File: src/verilog/ifetch_pkg.sv
package ifetch_pkg;

    ////////////////////////////////////////////////////////////////////////////
    // Widths
    ////////////////////////////////////////////////////////////////////////////

    // Data word and long instruction
    localparam int XLEN   = 32;

    // One instruction parcel
    localparam int HALF_W = 16;

    // Word address drops byte bits 1:0
    localparam int WADDR_W = XLEN - 2;

    // Halfword PC drops byte bit 0
    localparam int PC_W    = XLEN - 1;

    ////////////////////////////////////////////////////////////////////////////
    // Vector types
    ////////////////////////////////////////////////////////////////////////////

    typedef logic [XLEN-1:0]    word_t;
    typedef logic [HALF_W-1:0]  half_t;

    // Short instructions live in the low half, upper half zero
    typedef logic [XLEN-1:0]    instr_t;

    // Address bits 31:2
    typedef logic [WADDR_W-1:0] waddr_t;

    // Address bits 31:1
    typedef logic [PC_W-1:0]    pc_t;

    // Aligner FSM
    // ALIGN_HALF holds the low parcel of a long instruction
    typedef enum logic {
        ALIGN_EMPTY = 1'b0,
        ALIGN_HALF  = 1'b1
    } align_state_t;

endpackage

File: src/verilog/fetch_addr_gen.sv
`timescale 1ns/100ps

module fetch_addr_gen
    import ifetch_pkg::*;
(
    input  logic   clk_i,
    input  logic   rst_i,

    // Redirect from execute
    input  logic   branch_i,
    input  waddr_t branch_waddr_i,

    // Word consumed by the aligner
    input  logic   advance_i,

    // Registered address to instruction memory
    output waddr_t fetch_waddr_o
);

    ////////////////////////////////////////////////////////////////////////////
    // Fetch pointer
    ////////////////////////////////////////////////////////////////////////////

    waddr_t fetch_ptr_q;
    waddr_t fetch_ptr_d;
    waddr_t fetch_ptr_inc;
    logic   fetch_ptr_en;

    // Sequential successor, one word on
    assign fetch_ptr_inc = fetch_ptr_q + waddr_t'(1);

    // Pointer moves only on a redirect or a consumed word
    assign fetch_ptr_en = branch_i | advance_i;

    // Redirect wins over the sequential step
    always_comb begin
        if (branch_i) begin
            fetch_ptr_d = branch_waddr_i;
        end else begin
            fetch_ptr_d = fetch_ptr_inc;
        end
    end

    always_ff @(posedge clk_i) begin
        if (!rst_i) begin
            fetch_ptr_q <= '0;
        end else if (fetch_ptr_en) begin
            fetch_ptr_q <= fetch_ptr_d;
        end
    end

    ////////////////////////////////////////////////////////////////////////////
    // Memory address
    ////////////////////////////////////////////////////////////////////////////

    // Straight from the flop, so the memory sees a stable address all cycle
    assign fetch_waddr_o = fetch_ptr_q;

endmodule

File: src/verilog/fetch_out_stage.sv
`timescale 1ns/100ps

module fetch_out_stage
    import ifetch_pkg::*;
(
    input  logic   clk_i,
    input  logic   rst_i,

    // Redirect
    input  logic   branch_i,
    input  pc_t    branch_target_i,

    // From the aligner
    input  logic   emit_valid_i,
    input  instr_t emit_instr_i,
    input  logic   emit_long_i,
    output logic   emit_ready_o,

    // To decode
    output logic   out_valid_o,
    input  logic   out_ready_i,
    output instr_t out_instr_o,
    output logic   out_long_o,
    output pc_t    out_pc_o
);

    // PC of the next instruction the aligner hands over
    pc_t  pc_q;
    pc_t  pc_next;
    logic emit_fire;

    // Register free now or drained at this edge
    assign emit_ready_o = ~out_valid_o | out_ready_i;
    assign emit_fire    = emit_valid_i & emit_ready_o;

    // Long steps two halfwords, short steps one
    assign pc_next = pc_q + (emit_long_i ? pc_t'(2) : pc_t'(1));

    ////////////////////////////////////////////////////////////////////////////
    // Control
    ////////////////////////////////////////////////////////////////////////////

    always_ff @(posedge clk_i) begin
        if (!rst_i) begin
            out_valid_o <= 1'b0;
            pc_q        <= '0;
        end else if (branch_i) begin
            // Flush, any transfer at this edge still counts as old stream
            out_valid_o <= 1'b0;
            pc_q        <= branch_target_i;
        end else if (emit_fire) begin
            out_valid_o <= 1'b1;
            pc_q        <= pc_next;
        end else if (out_ready_i) begin
            out_valid_o <= 1'b0;
        end
    end

    ////////////////////////////////////////////////////////////////////////////
    // Payload
    ////////////////////////////////////////////////////////////////////////////

    // Holds while stalled since emit_ready_o is low then
    always_ff @(posedge clk_i) begin
        if (emit_fire) begin
            out_instr_o <= emit_instr_i;
            out_long_o  <= emit_long_i;
            out_pc_o    <= pc_q;
        end
    end

endmodule

File: src/verilog/ifetch_top.sv
`timescale 1ns/100ps

module ifetch_top
    import ifetch_pkg::*;
(
    input  logic   clk_i,
    input  logic   rst_i,

    // Branch redirect
    input  logic   branch_i,
    input  pc_t    branch_target_i,

    // Instruction memory
    output waddr_t mem_addr_o,
    input  word_t  mem_data_i,
    input  logic   mem_valid_i,

    // Decode port
    output logic   out_valid_o,
    input  logic   out_ready_i,
    output instr_t out_instr_o,
    output logic   out_long_o,
    output pc_t    out_pc_o
);

    waddr_t fetch_waddr;
    waddr_t branch_waddr;
    logic   redirect_half;
    logic   advance;
    logic   emit_valid;
    logic   emit_ready;
    instr_t emit_instr;
    logic   emit_long;

    // Target split into word address and halfword select
    assign branch_waddr  = branch_target_i[PC_W-1:1];
    assign redirect_half = branch_target_i[0];

    assign mem_addr_o = fetch_waddr;

    fetch_addr_gen u_addr_gen (
        .clk_i          (clk_i),
        .rst_i          (rst_i),
        .branch_i       (branch_i),
        .branch_waddr_i (branch_waddr),
        .advance_i      (advance),
        .fetch_waddr_o  (fetch_waddr)
    );

    instr_align u_align (
        .clk_i           (clk_i),
        .rst_i           (rst_i),
        .branch_i        (branch_i),
        .redirect_half_i (redirect_half),
        .mem_data_i      (mem_data_i),
        .mem_valid_i     (mem_valid_i),
        .emit_ready_i    (emit_ready),
        .emit_valid_o    (emit_valid),
        .emit_instr_o    (emit_instr),
        .emit_long_o     (emit_long),
        .advance_o       (advance)
    );

    fetch_out_stage u_out_stage (
        .clk_i           (clk_i),
        .rst_i           (rst_i),
        .branch_i        (branch_i),
        .branch_target_i (branch_target_i),
        .emit_valid_i    (emit_valid),
        .emit_instr_i    (emit_instr),
        .emit_long_i     (emit_long),
        .emit_ready_o    (emit_ready),
        .out_valid_o     (out_valid_o),
        .out_ready_i     (out_ready_i),
        .out_instr_o     (out_instr_o),
        .out_long_o      (out_long_o),
        .out_pc_o        (out_pc_o)
    );

endmodule

File: src/verilog/instr_align.sv
`timescale 1ns/100ps

module instr_align
    import ifetch_pkg::*;
(
    input  logic   clk_i,
    input  logic   rst_i,

    // Redirect, bit 1 of the target selects the starting half
    input  logic   branch_i,
    input  logic   redirect_half_i,

    // Memory word for the current fetch address
    input  word_t  mem_data_i,
    input  logic   mem_valid_i,

    // Instruction towards the output stage
    input  logic   emit_ready_i,
    output logic   emit_valid_o,
    output instr_t emit_instr_o,
    output logic   emit_long_o,

    // Current word fully used
    output logic   advance_o
);

    ////////////////////////////////////////////////////////////////////////////
    // State
    ////////////////////////////////////////////////////////////////////////////

    align_state_t state_q;
    align_state_t state_d;

    // 0 selects the low half of the word, 1 the high half
    logic         offset_q;
    logic         offset_d;

    // Low parcel of a long instruction that crosses a word boundary
    half_t        buf_q;
    logic         buf_load;

    ////////////////////////////////////////////////////////////////////////////
    // Parcel decode
    ////////////////////////////////////////////////////////////////////////////

    half_t lo_half;
    half_t hi_half;
    logic  lo_long;
    logic  hi_long;
    logic  emit_fire;

    assign lo_half = mem_data_i[HALF_W-1:0];
    assign hi_half = mem_data_i[XLEN-1:HALF_W];

    // Both low bits set marks a 32-bit instruction
    assign lo_long = &lo_half[1:0];
    assign hi_long = &hi_half[1:0];

    // Emit handshake completes this cycle
    // Every emit is offered as soon as the word is valid
    assign emit_fire = mem_valid_i & emit_ready_i;

    ////////////////////////////////////////////////////////////////////////////
    // Next state and outputs
    ////////////////////////////////////////////////////////////////////////////

    always_comb begin
        state_d      = state_q;
        offset_d     = offset_q;
        buf_load     = 1'b0;
        emit_valid_o = 1'b0;
        emit_instr_o = '0;
        emit_long_o  = 1'b0;
        advance_o    = 1'b0;

        case (state_q)
            ALIGN_EMPTY: begin
                if (!offset_q) begin
                    // Instruction starts at the low half
                    emit_valid_o = mem_valid_i;
                    if (lo_long) begin
                        emit_instr_o = mem_data_i;
                        emit_long_o  = 1'b1;
                        advance_o    = emit_fire;
                    end else begin
                        emit_instr_o = {{(XLEN-HALF_W){1'b0}}, lo_half};
                        if (emit_fire) begin
                            offset_d = 1'b1;
                        end
                    end
                end else if (hi_long) begin
                    // Long one split across words, park the low parcel
                    if (mem_valid_i) begin
                        buf_load  = 1'b1;
                        advance_o = 1'b1;
                        state_d   = ALIGN_HALF;
                    end
                end else begin
                    emit_valid_o = mem_valid_i;
                    emit_instr_o = {{(XLEN-HALF_W){1'b0}}, hi_half};
                    if (emit_fire) begin
                        advance_o = 1'b1;
                        offset_d  = 1'b0;
                    end
                end
            end

            ALIGN_HALF: begin
                // Upper parcel comes from the low half of the new word
                emit_valid_o = mem_valid_i;
                emit_instr_o = {lo_half, buf_q};
                emit_long_o  = 1'b1;
                if (emit_fire) begin
                    state_d  = ALIGN_EMPTY;
                    offset_d = 1'b1;
                end
            end

            default: begin
                state_d = ALIGN_EMPTY;
            end
        endcase
    end

    ////////////////////////////////////////////////////////////////////////////
    // Registers
    ////////////////////////////////////////////////////////////////////////////

    always_ff @(posedge clk_i) begin
        if (!rst_i) begin
            state_q  <= ALIGN_EMPTY;
            offset_q <= 1'b0;
        end else if (branch_i) begin
            // Word in flight belongs to the old stream
            state_q  <= ALIGN_EMPTY;
            offset_q <= redirect_half_i;
        end else begin
            state_q  <= state_d;
            offset_q <= offset_d;
        end
    end

    always_ff @(posedge clk_i) begin
        if (buf_load) begin
            buf_q <= hi_half;
        end
    end

endmodule
File: config.mk
export PLATFORM = sky130hd
export DESIGN_NAME = ifetch_top
export DESIGN_NICKNAME = d
export VERILOG_FILES = /design/src/verilog/ifetch_pkg.sv /design/src/verilog/fetch_addr_gen.sv /design/src/verilog/fetch_out_stage.sv /design/src/verilog/ifetch_top.sv /design/src/verilog/instr_align.sv
export SDC_FILE = /design/constraint.sdc
export NUM_CORES = 1
export LEC_CHECK = 0
export ABC_AREA = 1
export BUFFER_PORTS_ARGS = -buffer_cell sky130_fd_sc_hd__buf_4
export CAP_MARGIN = 10
export CORE_UTILIZATION = 40
export CTS_CLUSTER_SIZE = 30
export DETAILED_ROUTE_END_ITERATION = 10
export GPL_ROUTABILITY_DRIVEN = 0
export GPL_TIMING_DRIVEN = 0
export HOLD_SLACK_MARGIN = 0.03
export PLACE_DENSITY_LB_ADDON = 0.12
export SKIP_CTS_REPAIR_TIMING = 1
export SYNTH_ARGS = -nofsm -noshare
export SYNTH_HDL_FRONTEND = slang
export SYNTH_SLANG_ARGS = --single-unit
File: constraint.sdc
create_clock -name clk_i -period 2.6 [get_ports clk_i]
set_input_delay 0.39 -clock clk_i [delete_from_list [all_inputs] [get_ports clk_i]]
set_output_delay 0.39 -clock clk_i [all_outputs]
set_load 0.02 [all_outputs]
==> metrics.md <==
| Metric | Value |
|---|---|
| CP peak stage delay | `470 ps` |
| Gate power share | `between 10% and 20%` |
| Overall Global Routing Usage | `about 25%` |
| Initial DRC count | `594` |
| Setup CP Type | `reg -> reg` |
| Most frequent cells in the layout | `nand2_1, buf_4, nor2_1` |
| Die X | `between 100 and 150 um` |
| VDD IR-drop max | `just under 0.5 mV` |
| Period utilisation layout | `90.8%` |
| Initial antenna violation count | `0` |
| Hold Path Class | `in -> reg` |
| Top Layer Used | `met4` |
| Post-route DRC violation count | `0` |
| First-pass GRT wire length | `approximately 34000 um` |
| Initial Util | `roughly 41%` |
| Fin. max-slew vios | `0` |
| Switch Pwr | `1.66 mW` |
| Predominant post-synthesis flop cell | `edfxtp_1` |
| Cells after DPL | `1328` |
| Die area | `~19000 um2` |
| Synth Area in XOR/XNOR | `under 10%` |
| CTS Sinks | `~140` |
| Syn Area/Cell | `between 7 and 8 um2` |
| Crit path max fanout | `16` |
| Max Clock Skew | `roughly 18 ps` |
| Post-Syn Area | `~7300 um2` |
| Yosys cell types | `37` |
| DR WL/cell | `between 15 and 20 um` |
| Cell depth of the worst hold path | `1` |
| Final setup fails | `0` |
| Wire length on met1 | `between 10000 and 15000 um` |
| Synth Area in Compound Gates | `around 12%` |
| Final WL | `~23000 um` |
| Register area share after synthesis | `roughly 50%` |
| Clock-pin slew on the worst setup and hold paths | `roughly 70 ps` |
| Crit-path slowest cell | `fa_1` |
| Layout Cells excl Fill | `approximately 1400` |
| Post-DRT Antenna Nets | `0` |
| Pre-antenna DRT Iters | `5` |
| Yosys warnings | `0` |
| Post-synthesis simple-gate area fraction | `between 20% and 30%` |
| Hpwl dp | `roughly 17000 um` |
| Peak Freq | `around 0.42 GHz` |
| Crit-path leading delay family | `simple AND/OR/NAND/NOR gates` |
| Share of cells above drive strength 1 | `20.9%` |
| Pwr Total | `roughly 6.0 mW` |
| Largest family of logic cells by synthesized area | `simple AND/OR/NAND/NOR gates` |
| Vias in the first global route | `about 6300` |
| P_leak | `around 3.8 nW` |
| Input/output buffers | `approximately 160` |
| Post-DR vias/cell | `5.14` |
| Clock Power Share | `between 40% and 50%` |
| Worst Hold End | `u_align.buf_q[13]` |
| Critical path buffers and inverters | `2` |
| Die extent in y | `between 100 and 150 um` |
| Root Buffer | `clkbuf_16` |
| Mapped Nets | `approximately 1000` |
| Number of synthesized flops with an enable pin | `80` |
| PwrDens | `~630 nW/um2` |
| CP cell instances | `buf_4, nor2_4, ha_1, inv_1, fa_1, nor2_4, nand3_1, nor2_1, nand4_1, nand3_1, a21oi_1` |
| RSZ-0062 raised after global routing | `false` |
| R2r setup slk | `about 240 ps` |
| Switch share | `approximately 28%` |
| WP data required | `roughly 2900 ps` |
| Synth Instances | `~940` |
| Fill cells | `about 1700` |
| Std cell rows | `a little under 50` |
| Reg2reg start | `u_align.state_q` |
| Clock buffer depth | `2` |
| Smallest hold slack | `roughly 150 ps` |
| Met3 routed WL | `around 1400 um` |
| Met2 layer wire length in the routed design | `10300 um` |
| Total gr overflow | `0` |
| Fin nets | `about 1200` |
| Run status | `complete, no violations` |
| CTS buffer count | `17` |
| Crit start category | `register` |
| Hold Path Origin | `mem_data_i[29]` |
| Cell Int Power | `approximately 4.3 mW` |
| Worst setup startpoint | `u_align.state_q` |
| Worst R2R End | `u_out_stage.pc_q[30]` |
| Crit. End Element | `register` |
| CTS tree | `built` |
| Asr flop ratio synth | `0%` |
| Post-Synth Adder-Cell Area | `0.787%` |
| Commonest non-fill, non-tap cell in the layout | `nand2_1` |
| #FFs+latches synth | `approximately 140` |
| Multiplexer area fraction after synthesis | `0%` |
| I/O Pins | `around 160` |
| Fin crit period | `~2400 ps` |
| Clk_lat worst skew | `440 ps` |
| Worst endpoint data arrival time | `about 2700 ps` |
| Final hold viol count | `0` |
| Slew headroom | `a little over a third` |
| Diodes inserted | `0` |
| R2R depth | `11` |
| Max-cap violation count | `0` |
| Pin count of the biggest net entering global routing | `32` |
| Share of power burned in registers | `approximately 45%` |
| Core Region | `around 18000 um2` |
| Measured slew at the worst slew-check pin | `approximately 950 ps` |
| Area grow syn2layout | `29.2%` |
| Max H-tree Level | `4` |
| Routed via count | `6985` |
## area by class of cell
| class | instances | area, um2 | share of cell area [%] |
|---|---|---|---|
| Inverter | 90 | 340 | 3.60 |
| Clock buffer | 17 | 425 | 4.50 |
| Timing Repair Buffer | 163 | 1250 | 13.2 |
| Sequential cell | 144 | 3680 | 39.0 |
| Buffer | 30 | 151 | 1.60 |
| Clock inverter | 15 | 161 | 1.71 |
| Multi-Input combinational cell | 671 | 3150 | 33.4 |
| Tap cell | 229 | 287 | 3.03 |
## power by group through the flow
stage                     sequential [mW]  clock, mW  combinational (mW)
final                                2.68       2.44               0.852
after CTS                            2.68       2.47               0.850
after global placement               2.73          0               0.827
after global routing                 2.70       2.55               0.926
after detailed placement             2.73          0               0.847
after floorplan                      2.84          0               0.321
## registers in the layout, indices dropped and copies added (netlist names)
register,flops
u_out_stage.out_long_o,1
u_addr_gen.fetch_waddr_o,30
u_align.buf_q,16
u_align.state_q,1
u_out_stage.out_pc_o,31
u_out_stage.out_valid_o,1
u_out_stage.pc_q,31
u_align.offset_q,1
u_out_stage.out_instr_o,32
## cell families after synthesis
family          count (synthesis)
simple gates                  492
compound gates                160
flops                         144
buf+inv                       121
xor+xnor                       15
fa+ha+maj                       4
## how the worst max path moves through the flow
| stage | to | slack, ps | cells past startpoint |
|---|---|---|---|
| floorplan | u_out_stage.pc_q[12] | 60 | 10 |
| global placement | u_out_stage.pc_q[15] | -940 | 8 |
| detailed placement | u_out_stage.pc_q[22] | -250 | 13 |
| CTS | u_out_stage.pc_q[22] | -210 | 14 |
| global route | u_out_stage.pc_q[22] | 9 | 13 |
| finish | u_out_stage.pc_q[30] | 240 | 11 |
## cell usage after synthesis, types with 13 or more instances
| cell type | instances | area (um2) |
|---|---|---|
| a21oi_1 | 58 | 290 |
| a22oi_1 | 14 | 105 |
| a31oi_1 | 13 | 81.3 |
| clkbuf_1 | 18 | 67.6 |
| dfxtp_1 | 64 | 1280 |
| edfxtp_1 | 80 | 2400 |
| inv_1 | 84 | 315 |
| nand2_1 | 280 | 1050 |
| nand3_1 | 71 | 355 |
| nor2_1 | 105 | 394 |
| o21ai_0 | 59 | 295 |
| xor2_1 | 13 | 114 |
## worst reg2reg max path: stages, from the launching register on
cell and delay (ps):
dfxtp_1 300, buf_4 190, nor2_4 160, ha_1 180, inv_1 50, fa_1 470
nor2_4 210, nand3_1 180, nor2_1 220, nand4_1 110, nand3_1 90, a21oi_1 60
## per-layer routing
layer / vias to the layer above / global-route usage [%]
li1: 3477 / -
met1: 3225 / 35.1
met2: 256 / 38.4
met3: 27 / 3.50
met4: 0 / 8.18
met5: - / 0
## metrics by stage
stage | setup slack, ps | util, % | TNS, ps | area (um2)
floorplan | 60.6 | - | 0 | 7320
global placement | -939 | 49.0 | -46840 | 8810
detailed placement | -253 | 49.3 | -2380 | 8850
CTS | -205 | 52.6 | -1190 | 9440
global route | 9.16 | 52.6 | 0 | 9450
finish | 238 | 52.6 | 0 | 9450
No activity file was read; power rests on OpenSTA's default activity.
